[src/verilog/vision_pkg.sv]
// single clk_llc domain; tiny fixed frame; hue on a 0..239 scale, not degrees
package vision_pkg;

	// ----------------------------------------
	// frame geometry
	// ----------------------------------------
	// 4 Cb-Y-Cr-Y groups per line
	localparam int unsigned LINE_PIXELS  = 8;
	localparam int unsigned FRAME_LINES  = 4;
	localparam int unsigned FRAME_PIXELS = LINE_PIXELS * FRAME_LINES;
	localparam int unsigned PIX_ADDR_W   = $clog2(FRAME_PIXELS);
	// bank bit sits on top of the pixel index
	localparam int unsigned MEM_ADDR_W   = PIX_ADDR_W + 1;

	// ----------------------------------------
	// ycbcr to rgb, 8 fractional bits
	// ----------------------------------------
	localparam logic [9:0] COEF_Y    = 10'd298;
	localparam logic [9:0] COEF_CR_R = 10'd408;
	localparam logic [9:0] COEF_CR_G = 10'd208;
	localparam logic [9:0] COEF_CB_G = 10'd100;
	localparam logic [9:0] COEF_CB_B = 10'd516;
	localparam logic [7:0] Y_OFFSET  = 8'd16;
	localparam logic [7:0] C_OFFSET  = 8'd128;

	// hue scale, six sectors of 40
	localparam int HUE_RANGE  = 240;
	localparam int HUE_SECTOR = 40;

	// ----------------------------------------
	// classifier thresholds
	// ----------------------------------------
	localparam logic [7:0] V_BLACK    = 8'd32;
	localparam logic [7:0] S_MIN      = 8'd64;
	localparam logic [7:0] H_TOL      = 8'd15;
	localparam logic [7:0] HUE_RED    = 8'd230;
	localparam logic [7:0] HUE_ORANGE = 8'd15;
	localparam logic [7:0] HUE_YELLOW = 8'd36;
	localparam logic [7:0] HUE_GREEN  = 8'd90;
	localparam logic [7:0] HUE_BLUE   = 8'd144;

	// frame interrupt pulse length in clocks
	localparam logic [1:0] IRQ_CYCLES = 2'd2;

	// memory word and host read data
	typedef struct packed {
		logic red;
		logic orange;
		logic yellow;
		logic green;
		logic blue;
		logic black;
	} class_flags_t;

	// eof comes with valid low, behind the last pixel
	typedef struct packed {
		logic       valid;
		logic       eof;
		logic [7:0] r;
		logic [7:0] g;
		logic [7:0] b;
	} rgb_pixel_t;

	typedef struct packed {
		logic       valid;
		logic       eof;
		logic [7:0] h;
		logic [7:0] s;
		logic [7:0] v;
	} hsv_pixel_t;

	typedef struct packed {
		logic         valid;
		logic         eof;
		class_flags_t flags;
	} class_pixel_t;

endpackage

[src/verilog/color_classifier.sv]
// one-clock classifier; colour windows may overlap, black excludes all colours
`timescale 1ns/1ps

module color_classifier (
	input  logic                     clk_llc,
	input  logic                     resetx,
	input  vision_pkg::hsv_pixel_t   hsv_in,
	output vision_pkg::class_pixel_t class_out
);
	import vision_pkg::*;

	logic is_black, chroma;

	// open window of +-H_TOL around a centre
	function automatic logic in_window(input logic [7:0] h, input logic [7:0] centre);
		return (h > centre - H_TOL) && (h < centre + H_TOL);
	endfunction

	assign is_black = hsv_in.v < V_BLACK;
	assign chroma   = !is_black && (hsv_in.s > S_MIN);

	always_ff @(posedge clk_llc or negedge resetx)
	begin
		if (!resetx)
			class_out <= '0;
		else
		begin
			class_out.valid        <= hsv_in.valid;
			class_out.eof          <= hsv_in.eof;
			class_out.flags.black  <= is_black;
			// red straddles the 239 -> 0 wrap
			class_out.flags.red    <= chroma && ((hsv_in.h > HUE_RED - H_TOL) ||
				(hsv_in.h < HUE_RED + H_TOL - HUE_RANGE));
			class_out.flags.orange <= chroma && in_window(hsv_in.h, HUE_ORANGE);
			class_out.flags.yellow <= chroma && in_window(hsv_in.h, HUE_YELLOW);
			class_out.flags.green  <= chroma && in_window(hsv_in.h, HUE_GREEN);
			class_out.flags.blue   <= chroma && in_window(hsv_in.h, HUE_BLUE);
		end
	end

	// black pixels carry no colour
	assert property (@(posedge clk_llc) disable iff (!resetx)
		class_out.valid |-> !(class_out.flags.black && (class_out.flags.red ||
		class_out.flags.orange || class_out.flags.yellow || class_out.flags.green ||
		class_out.flags.blue)));

endmodule

[src/verilog/frame_buffer.sv]
// single-port memory; capture writes win, host read stretches waitx until data is out
`timescale 1ns/1ps

module frame_buffer (
	input  logic                              clk_llc,
	input  logic                              resetx,
	input  logic                              wr_en,
	input  logic [vision_pkg::MEM_ADDR_W-1:0] wr_addr,
	input  vision_pkg::class_flags_t          wr_data,
	input  logic [vision_pkg::MEM_ADDR_W-1:0] host_addr,
	input  logic                              host_csx,
	input  logic                              host_rdx,
	output vision_pkg::class_flags_t          host_rdata,
	output logic                              host_waitx
);
	import vision_pkg::*;

	typedef enum logic [1:0] {ST_IDLE, ST_READ, ST_LATCH, ST_HOLD} host_state_t;

	// two banks back to back, bank bit on top
	class_flags_t mem [0:2*FRAME_PIXELS-1];
	class_flags_t mem_q;
	host_state_t  state;
	logic         rd_go;
	logic         busy;

	// host slot only when capture is quiet
	assign rd_go = (state == ST_READ) && !host_csx && !wr_en;
	assign busy  = (state == ST_READ) || (state == ST_LATCH);

	always_ff @(posedge clk_llc)
	begin
		if (wr_en)
			mem[wr_addr] <= wr_data;
		else if (rd_go)
			mem_q <= mem[host_addr];
		if (state == ST_LATCH)
			host_rdata <= mem_q;
	end

	// ----------------------------------------
	// host port FSM
	// ----------------------------------------
	always_ff @(posedge clk_llc or negedge resetx)
	begin
		if (!resetx)
			state <= ST_IDLE;
		else
		begin
			case (state)
				ST_IDLE:
					if (!host_csx && !host_rdx)
						state <= ST_READ;
				ST_READ:
					if (host_csx)
						state <= ST_IDLE;
					else if (rd_go)
						state <= ST_LATCH;
				ST_LATCH:
					state <= host_csx ? ST_IDLE : ST_HOLD;
				default:
					// one read per chip select
					if (host_csx)
						state <= ST_IDLE;
			endcase
		end
	end

	assign host_waitx = host_csx || !busy;

	assert property (@(posedge clk_llc) disable iff (!resetx)
		host_csx |-> host_waitx);

endmodule

[src/verilog/frame_writer.sv]
// first frame after reset fills bank 0; pixels past FRAME_PIXELS are dropped
`timescale 1ns/1ps

module frame_writer (
	input  logic                                clk_llc,
	input  logic                                resetx,
	input  vision_pkg::class_pixel_t            class_in,
	output logic                                wr_en,
	output logic [vision_pkg::MEM_ADDR_W-1:0]   wr_addr,
	output vision_pkg::class_flags_t            wr_data,
	output logic                                irq_bank0,
	output logic                                irq_bank1
);
	import vision_pkg::*;

	// one extra bit to see the frame overflow
	logic [PIX_ADDR_W:0] pix_idx;
	logic                bank;
	logic                irq_sel;
	logic [$bits(IRQ_CYCLES)-1:0] irq_cnt;
	logic                room;

	assign room = pix_idx < FRAME_PIXELS;

	// ----------------------------------------
	// index, bank and interrupt pulse
	// ----------------------------------------
	always_ff @(posedge clk_llc or negedge resetx)
	begin
		if (!resetx)
		begin
			pix_idx <= '0;
			bank    <= 1'b0;
			irq_sel <= 1'b0;
			irq_cnt <= '0;
			wr_en   <= 1'b0;
		end
		else
		begin
			wr_en <= class_in.valid && room;
			if (class_in.eof)
			begin
				// report the bank just filled, then swap
				irq_cnt <= IRQ_CYCLES;
				irq_sel <= bank;
				bank    <= !bank;
				pix_idx <= '0;
			end
			else
			begin
				if (irq_cnt != '0)
					irq_cnt <= irq_cnt - 1'b1;
				if (class_in.valid && room)
					pix_idx <= pix_idx + 1'b1;
			end
		end
	end

	always_ff @(posedge clk_llc)
	begin
		wr_addr <= {bank, pix_idx[PIX_ADDR_W-1:0]};
		wr_data <= class_in.flags;
	end

	assign irq_bank0 = (irq_cnt != '0) && !irq_sel;
	assign irq_bank1 = (irq_cnt != '0) && irq_sel;

	assert property (@(posedge clk_llc) disable iff (!resetx)
		!(irq_bank0 && irq_bank1));

endmodule

[src/verilog/rgb_to_hsv.sv]
// four-stage pipeline, new pixel every clock; hue 0..239, ties resolve R then G
`timescale 1ns/1ps

module rgb_to_hsv (
	input  logic                   clk_llc,
	input  logic                   resetx,
	input  vision_pkg::rgb_pixel_t rgb_in,
	output vision_pkg::hsv_pixel_t hsv_out
);
	import vision_pkg::*;

	logic [3:0] vld_sr, eof_sr;
	logic       mx_r, mx_g;
	logic [7:0] mx, mn;
	// stage 1
	logic [7:0] s1_r, s1_g, s1_b, s1_max, s1_min;
	logic       s1_max_r, s1_max_g;
	// stage 2
	logic [7:0] s2_max, s2_delta;
	logic signed [8:0] s2_diff;
	logic       s2_max_r, s2_max_g;
	// stage 3
	logic [15:0] sat_full;
	logic signed [15:0] hue_num, hue_quo;
	logic [7:0] s3_v, s3_s;
	logic signed [7:0] s3_hq;
	logic       s3_zero, s3_max_r, s3_max_g;
	// stage 4
	logic signed [9:0] hue_base, hue_sum;
	logic [7:0] s4_h, s4_s, s4_v;

	// valid/eof ride their own chain
	always_ff @(posedge clk_llc or negedge resetx)
	begin
		if (!resetx)
		begin
			vld_sr <= '0;
			eof_sr <= '0;
		end
		else
		begin
			vld_sr <= {vld_sr[2:0], rgb_in.valid};
			eof_sr <= {eof_sr[2:0], rgb_in.eof};
		end
	end

	// ----------------------------------------
	// combinational parts per stage
	// ----------------------------------------
	always_comb
	begin
		// which channel wins the max
		mx_r = (rgb_in.r >= rgb_in.g) && (rgb_in.r >= rgb_in.b);
		mx_g = !mx_r && (rgb_in.g >= rgb_in.b);
		mx   = mx_r ? rgb_in.r : (mx_g ? rgb_in.g : rgb_in.b);
		mn   = (rgb_in.r <= rgb_in.g) ? rgb_in.r : rgb_in.g;
		mn   = (rgb_in.b < mn) ? rgb_in.b : mn;
		// saturation and signed hue quotient
		sat_full = (s2_max == 8'd0) ? 16'd0 : (s2_delta * 16'd255) / {8'd0, s2_max};
		hue_num  = 16'(HUE_SECTOR * s2_diff);
		hue_quo  = (s2_delta == 8'd0) ? 16'sd0 : hue_num / $signed({1'b0, s2_delta});
		// sector base, red wraps negatives
		if (s3_max_r)
			hue_base = (s3_hq < 0) ? 10'(HUE_RANGE) : 10'sd0;
		else if (s3_max_g)
			hue_base = 10'(2 * HUE_SECTOR);
		else
			hue_base = 10'(4 * HUE_SECTOR);
		hue_sum = hue_base + 10'(s3_hq);
	end

	// ----------------------------------------
	// pipeline registers
	// ----------------------------------------
	always_ff @(posedge clk_llc)
	begin
		s1_r     <= rgb_in.r;
		s1_g     <= rgb_in.g;
		s1_b     <= rgb_in.b;
		s1_max   <= mx;
		s1_min   <= mn;
		s1_max_r <= mx_r;
		s1_max_g <= mx_g;
		// difference picked by the winning channel
		s2_max   <= s1_max;
		s2_delta <= s1_max - s1_min;
		s2_max_r <= s1_max_r;
		s2_max_g <= s1_max_g;
		if (s1_max_r)
			s2_diff <= $signed({1'b0, s1_g}) - $signed({1'b0, s1_b});
		else if (s1_max_g)
			s2_diff <= $signed({1'b0, s1_b}) - $signed({1'b0, s1_r});
		else
			s2_diff <= $signed({1'b0, s1_r}) - $signed({1'b0, s1_g});
		s3_v     <= s2_max;
		s3_s     <= sat_full[7:0];
		s3_hq    <= hue_quo[7:0];
		s3_zero  <= (s2_delta == 8'd0);
		s3_max_r <= s2_max_r;
		s3_max_g <= s2_max_g;
		// grey pixels have no hue
		s4_h     <= s3_zero ? 8'd0 : hue_sum[7:0];
		s4_s     <= s3_s;
		s4_v     <= s3_v;
	end

	assign hsv_out = '{valid: vld_sr[3], eof: eof_sr[3], h: s4_h, s: s4_s, v: s4_v};

endmodule

[src/verilog/vision_capture_top.sv]
// everything on clk_llc; capture never stalls, host reads wait on host_waitx
`timescale 1ns/1ps

module vision_capture_top (
	input  logic                              clk_llc,
	input  logic                              resetx,
	input  logic [7:0]                        vpo,
	input  logic                              vref,
	input  logic                              href,
	input  logic [vision_pkg::MEM_ADDR_W-1:0] host_addr,
	input  logic                              host_csx,
	input  logic                              host_rdx,
	output vision_pkg::class_flags_t          host_rdata,
	output logic                              host_waitx,
	output logic                              irq_bank0,
	output logic                              irq_bank1
);
	import vision_pkg::*;

	rgb_pixel_t              rgb_s;
	hsv_pixel_t              hsv_s;
	class_pixel_t            class_s;
	logic                    wr_en;
	logic [MEM_ADDR_W-1:0]   wr_addr;
	class_flags_t            wr_data;

	// ----------------------------------------
	// pixel chain, 9 clocks byte to write
	// ----------------------------------------
	ycbcr_to_rgb u_ycc (
		.clk_llc (clk_llc),
		.resetx  (resetx),
		.vpo     (vpo),
		.vref    (vref),
		.href    (href),
		.rgb_out (rgb_s)
	);

	rgb_to_hsv u_hsv (
		.clk_llc (clk_llc),
		.resetx  (resetx),
		.rgb_in  (rgb_s),
		.hsv_out (hsv_s)
	);

	color_classifier u_cls (
		.clk_llc   (clk_llc),
		.resetx    (resetx),
		.hsv_in    (hsv_s),
		.class_out (class_s)
	);

	frame_writer u_wr (
		.clk_llc   (clk_llc),
		.resetx    (resetx),
		.class_in  (class_s),
		.wr_en     (wr_en),
		.wr_addr   (wr_addr),
		.wr_data   (wr_data),
		.irq_bank0 (irq_bank0),
		.irq_bank1 (irq_bank1)
	);

	// host side
	frame_buffer u_fb (
		.clk_llc    (clk_llc),
		.resetx     (resetx),
		.wr_en      (wr_en),
		.wr_addr    (wr_addr),
		.wr_data    (wr_data),
		.host_addr  (host_addr),
		.host_csx   (host_csx),
		.host_rdx   (host_rdx),
		.host_rdata (host_rdata),
		.host_waitx (host_waitx)
	);

endmodule

[src/verilog/ycbcr_to_rgb.sv]
// expects Cb-Y-Cr-Y byte order from phase 0 of each href; one pixel per luma byte
`timescale 1ns/1ps

module ycbcr_to_rgb (
	input  logic                   clk_llc,
	input  logic                   resetx,
	input  logic [7:0]             vpo,
	input  logic                   vref,
	input  logic                   href,
	output vision_pkg::rgb_pixel_t rgb_out
);
	import vision_pkg::*;

	logic [1:0] phase;
	logic       vref_d;
	logic [7:0] cb_q, y0_q, cr_q, y1_q;
	logic       pend_vld, pend_eof, pend_luma1;
	logic [7:0] y_sel;
	logic signed [8:0]  y_off, cb_off, cr_off;
	logic signed [19:0] prod_y, prod_cr_r, prod_cr_g, prod_cb_g, prod_cb_b;
	logic       s1_vld, s1_eof, s2_vld, s2_eof;
	logic [7:0] r_q, g_q, b_q;

	// shift out the fraction, saturate to 0..255
	function automatic logic [7:0] clamp8(input logic signed [19:0] sum);
		logic signed [19:0] shr;
		shr = sum >>> 8;
		if (sum < 0)
			return 8'd0;
		else if (shr > 20'sd255)
			return 8'hff;
		return shr[7:0];
	endfunction

	// ----------------------------------------
	// byte phase and sample capture
	// ----------------------------------------
	always_ff @(posedge clk_llc or negedge resetx)
	begin
		if (!resetx)
		begin
			phase    <= '0;
			vref_d   <= 1'b0;
			pend_vld <= 1'b0;
			pend_eof <= 1'b0;
		end
		else
		begin
			// phase restarts on every href low
			phase    <= (vref && href) ? phase + 2'd1 : 2'd0;
			vref_d   <= vref;
			// pixel ready once Cr (phase 2) or Y1 (phase 3) is in
			pend_vld <= vref && href && phase[1];
			pend_eof <= vref_d && !vref;
		end
	end

	always_ff @(posedge clk_llc)
	begin
		if (vref && href)
		begin
			case (phase)
				2'd0: cb_q <= vpo;
				2'd1: y0_q <= vpo;
				2'd2: cr_q <= vpo;
				default: y1_q <= vpo;
			endcase
		end
		pend_luma1 <= phase[0];
	end

	always_comb
	begin
		y_sel  = pend_luma1 ? y1_q : y0_q;
		y_off  = $signed({1'b0, y_sel}) - $signed({1'b0, Y_OFFSET});
		cb_off = $signed({1'b0, cb_q}) - $signed({1'b0, C_OFFSET});
		cr_off = $signed({1'b0, cr_q}) - $signed({1'b0, C_OFFSET});
	end

	// ----------------------------------------
	// stage 1 products, stage 2 sum and clamp
	// ----------------------------------------
	always_ff @(posedge clk_llc or negedge resetx)
	begin
		if (!resetx)
		begin
			s1_vld <= 1'b0;
			s1_eof <= 1'b0;
			s2_vld <= 1'b0;
			s2_eof <= 1'b0;
		end
		else
		begin
			s1_vld <= pend_vld;
			s1_eof <= pend_eof;
			s2_vld <= s1_vld;
			s2_eof <= s1_eof;
		end
	end

	always_ff @(posedge clk_llc)
	begin
		prod_y    <= $signed({1'b0, COEF_Y}) * y_off;
		prod_cr_r <= $signed({1'b0, COEF_CR_R}) * cr_off;
		prod_cr_g <= $signed({1'b0, COEF_CR_G}) * cr_off;
		prod_cb_g <= $signed({1'b0, COEF_CB_G}) * cb_off;
		prod_cb_b <= $signed({1'b0, COEF_CB_B}) * cb_off;
		r_q       <= clamp8(prod_y + prod_cr_r);
		g_q       <= clamp8(prod_y - prod_cr_g - prod_cb_g);
		b_q       <= clamp8(prod_y + prod_cb_b);
	end

	assign rgb_out = '{valid: s2_vld, eof: s2_eof, r: r_q, g: g_q, b: b_q};

endmodule
[config.mk]
export PLATFORM = sky130hd
export DESIGN_NAME = vision_capture_top
export DESIGN_NICKNAME = d
export VERILOG_FILES = /design/src/verilog/vision_pkg.sv /design/src/verilog/color_classifier.sv /design/src/verilog/frame_buffer.sv /design/src/verilog/frame_writer.sv /design/src/verilog/rgb_to_hsv.sv /design/src/verilog/vision_capture_top.sv /design/src/verilog/ycbcr_to_rgb.sv
export SDC_FILE = /design/constraint.sdc
export NUM_CORES = 2
export LEC_CHECK = 0
export BUFFER_PORTS_ARGS = -buffer_cell sky130_fd_sc_hd__buf_2
export CAP_MARGIN = 25
export CORE_MARGIN = 2
export CORE_UTILIZATION = 61
export CTS_BUF_LIST = sky130_fd_sc_hd__clkbuf_2
export DETAILED_ROUTE_END_ITERATION = 10
export PLACE_DENSITY_LB_ADDON = 0.1
export SLEW_MARGIN = 0
export SYNTH_ARGS = -nofsm -noshare
export SYNTH_HDL_FRONTEND = slang
export SYNTH_SLANG_ARGS = --single-unit
export TNS_END_PERCENT = 1
[constraint.sdc]
create_clock -name clk_llc -period 43.2 [get_ports clk_llc]
set_input_delay 2.16 -clock clk_llc [delete_from_list [all_inputs] [get_ports clk_llc]]
set_output_delay 2.16 -clock clk_llc [all_outputs]
set_load 0.1 [all_outputs]
==> reports/summary.json <==
{
  "status": {
    "status": "finished, final reports clean"
  },
  "drt": {
    "routedWlPerCell_um": 19.1,
    "drt_pass1_iterations": 6,
    "drt_first_iter_violations": 2197,
    "routed-via-count": 30100,
    "final_antenna_net_count": 0,
    "drc": 0,
    "routed_wl_um": 98000,
    "route.detailed.vias_per_inst": 5.87
  },
  "yosys": {
    "ys_warn_count": 0,
    "synth_largest_area_cell": "sky130_fd_sc_hd__edfxtp_1",
    "ys_ff_latch": 689,
    "syn_nets": 4545,
    "synth_edf_count": 428,
    "synth_area_per_cell_um2": 11.3,
    "synth_sequential_area_ratio": 0.415,
    "synthCells": 3898,
    "synth_area_leaders": "sky130_fd_sc_hd__edfxtp_1 29%, sky130_fd_sc_hd__ha_1 15%, sky130_fd_sc_hd__dfxtp_1 10%",
    "yosysMostFrequentCell": "sky130_fd_sc_hd__ha_1",
    "synth-async-reset-ratio": 0.0552,
    "synthesis.area_um2": 44000,
    "synth.cells.most_frequent": "536 x sky130_fd_sc_hd__ha_1, 428 x sky130_fd_sc_hd__edfxtp_1, 353 x sky130_fd_sc_hd__inv_1",
    "post_synth_num_cell_types": 96,
    "synthDominantCellAreaShare": 0.292,
    "commonest_register_cell_after_synthesis": "sky130_fd_sc_hd__edfxtp_1"
  },
  "setup_path": {
    "timing.critical_path.max_delay_family": "compound AO/OA/AOI/OAI gates",
    "endpoint_kind": "flip-flop",
    "timing.critical_path.mode_cell": "sky130_fd_sc_hd__o21a_1",
    "arrival_ns": 40.72,
    "cp_data_required_time_ns": 44.37,
    "timing.critical_path.from_type": "flip-flop",
    "ws_path_type": "flip-flop to flip-flop",
    "critical_path_cell_count": 171,
    "timing.critical_path.fanout_max": 16,
    "reg2regPathDepth": 171,
    "critical-path-slowest-cell": "sky130_fd_sc_hd__nor3_2",
    "max_stage_delay_ns": 0.82,
    "worstPathBufferInverterCount": 6
  },
  "place": {
    "portBuffers": 28,
    "post_placement_setup_slack_ns": 4.33,
    "place.gp.congestion": 0.910,
    "detailedPlacementHpwl_um": 71500
  },
  "clock_network": {
    "hold_buffer_count_at_cts": 0,
    "buffer_type_at_the_clock_tree_root": "sky130_fd_sc_hd__clkbuf_2",
    "path_clk_slew_ns": 0.13,
    "max-clock-path-buffers": 3,
    "cts.sink_count": 689,
    "clock_tree_from_tritoncts": "yes",
    "postCtsSetupRepairBufs": 0,
    "cts_buf_count": 164,
    "cts_repair_resize_count": 0,
    "clk-insertion-delay-late_ns": 1.41,
    "cts_max_level": 4
  },
  "timing": {
    "post-route-period-util": 0.915,
    "relSlewSlack": 0.322,
    "totalNegativeSetupSlack_ns": 0,
    "timing.fmax_mhz": 25.3,
    "post-route-worst-setup-slack_ns": 3.65,
    "final.setup_skew_ns": 0.115,
    "timing.final.crit_period_ns": 39.55,
    "final_max_slew_viol_count": 0,
    "report.final.hold_viol_count": 0,
    "rsz_0062_raised_after_global_routing": "false",
    "setup_violating_endpoint_count_in_the_final_report": 0,
    "timing_worst_slew_pin_value_ns": 1.02
  },
  "die": {
    "core.rowCount": 98,
    "die_w_um": 273,
    "io_pins": 29,
    "initial_cell_density_of_the_core": 0.616,
    "floorplan.die_area_um2": 74300,
    "total_core_area_um2": 71500,
    "floorplan.die.height_um": 273
  },
  "worst_hold_path": {
    "min_path_cells": 0,
    "worstHoldPathType": "flip-flop to flip-flop"
  },
  "grt": {
    "grt_first_pass_wirelength_um": 158000,
    "gr-usage-all-layers": 0.270,
    "first_global_vias": 30000,
    "grt_remaining_overflow": 0,
    "grt_antenna_before_repair": 3,
    "grt_max_degree": 67
  },
  "finish": {
    "finalNetCount": 4688,
    "drive_above_1_share": 0.133,
    "fillerInstances": 5653,
    "area.growth.synth_to_final_pct": 6.52,
    "multi_input_area_um2": 24100,
    "regArea_um2": 18300
  },
  "run": {
    "timing.max_cap.violations": 0
  }
}
-- worst register-to-register path, delay by kind of cell (launching register included) --
kind                       cells  cell delay [ns]
adders and majority gates     21             7.20
xor gates and xnor gates       1             0.23
muxes                          3             1.03
AOI/OAI and AO/OA            109            23.05
DFF                            1             0.44
and+or+nand+nor               31             6.73
buffers and inverters          6             0.75
-- cells in the final DEF (no fill, tap or decap), types with 40 or more instances in the layout --
master	count
sky130_fd_sc_hd__a21o_1	92
sky130_fd_sc_hd__a21oi_1	188
sky130_fd_sc_hd__clkbuf_2	242
sky130_fd_sc_hd__dfxtp_1	217
sky130_fd_sc_hd__edfxtp_1	428
sky130_fd_sc_hd__fa_1	91
sky130_fd_sc_hd__ha_1	536
sky130_fd_sc_hd__inv_1	353
sky130_fd_sc_hd__mux2_2	46
sky130_fd_sc_hd__mux2i_1	52
sky130_fd_sc_hd__mux4_2	126
sky130_fd_sc_hd__nand2_1	151
sky130_fd_sc_hd__nand2b_1	70
sky130_fd_sc_hd__nand3_1	40
sky130_fd_sc_hd__nor2_1	286
sky130_fd_sc_hd__nor2b_1	61
sky130_fd_sc_hd__nor3_1	154
sky130_fd_sc_hd__o21a_1	147
sky130_fd_sc_hd__o21ai_0	140
sky130_fd_sc_hd__o31ai_1	44
sky130_fd_sc_hd__xnor2_1	111
sky130_fd_sc_hd__xor2_1	70
-- final timing paths --
kind                                           start  slack (ns)                            to
max                        u_hsv.s2_delta[4]$_DFF_P_        3.65      u_hsv.s3_s[0]$_SDFF_PN0_
min reg2reg                   u_hsv.s2_max_g$_DFF_P_        0.31        u_hsv.s3_max_g$_DFF_P_
min                           u_hsv.s2_max_g$_DFF_P_        0.31        u_hsv.s3_max_g$_DFF_P_
max reg2reg                u_hsv.s2_delta[4]$_DFF_P_        3.65      u_hsv.s3_s[0]$_SDFF_PN0_
min in group asynchronous                     resetx        0.86     u_fb.state[1]$_DFFE_PN0P_
max in group asynchronous                     resetx       41.85  u_cls.class_out[0]$_DFF_PN0_
-- state kept, by name (all words and copies together) (netlist names), 9 cells and up --
register	flops
u_hsv.s2_diff	9
u_fb.mem	384
u_ycc.prod_cb_g	15
u_ycc.prod_cb_b	15
u_ycc.prod_y	17
u_ycc.prod_cr_g	13
u_ycc.prod_cr_r	16
-- cells by family (layout without fill, tap and decap cells) --
| family | count (synthesis) | in the layout | synth area share |
|---|---|---|---|
| simple gates | 920 | 920 | 0.102 |
| compound gates | 819 | 819 | 0.125 |
| flops | 689 | 689 | 0.415 |
| fa+ha+maj | 629 | 629 | 0.194 |
| buf+inv | 430 | 705 | 0.0372 |
| mux | 229 | 229 | 0.0896 |
| xor+xnor | 182 | 182 | 0.0362 |
| other cells | 0 | 5 | 0 |
-- through the flow --
step | cell area [um2] | hold WS (ns) | util | std cells
global route | 46900 | 0.329 | 0.656 | 5128
global placement | 45200 | 0.310 | 0.633 | 4822
detailed placement | 45200 | 0.312 | 0.633 | 4823
CTS | 46800 | 0.317 | 0.655 | 5121
floorplan | 44000 | 0.310 | - | 3898
finish | 46900 | 0.311 | 0.656 | 5128
-- layer usage --
metal | part of all wire | GRT usage | wire length, um | up-vias
met4 | 0.014 | 0.0680 | 1410 | 2
met2 | 0.47 | 0.444 | 45900 | 886
met1 | 0.45 | 0.369 | 44300 | 14400
met3 | 0.065 | 0.0549 | 6360 | 125
li1 | - | - | - | 14700
met5 | 0.00019 | 0 | 19 | -
-- layout make-up --
| type | instances | share of cell area |
|---|---|---|
| Antenna cell | 5 | 0.000267 |
| Clock buffer | 242 | 0.0258 |
| Clock inverter | 56 | 0.00822 |
| Inverter | 353 | 0.0283 |
| Multi-Input combinational cell | 2779 | 0.514 |
| Sequential cell | 689 | 0.390 |
| Tap cell | 950 | 0.0254 |
| Timing Repair Buffer | 54 | 0.00777 |
Power is not shown: default switching activity piles up to over one toggle a cycle in this logic, so the estimate is an artifact.
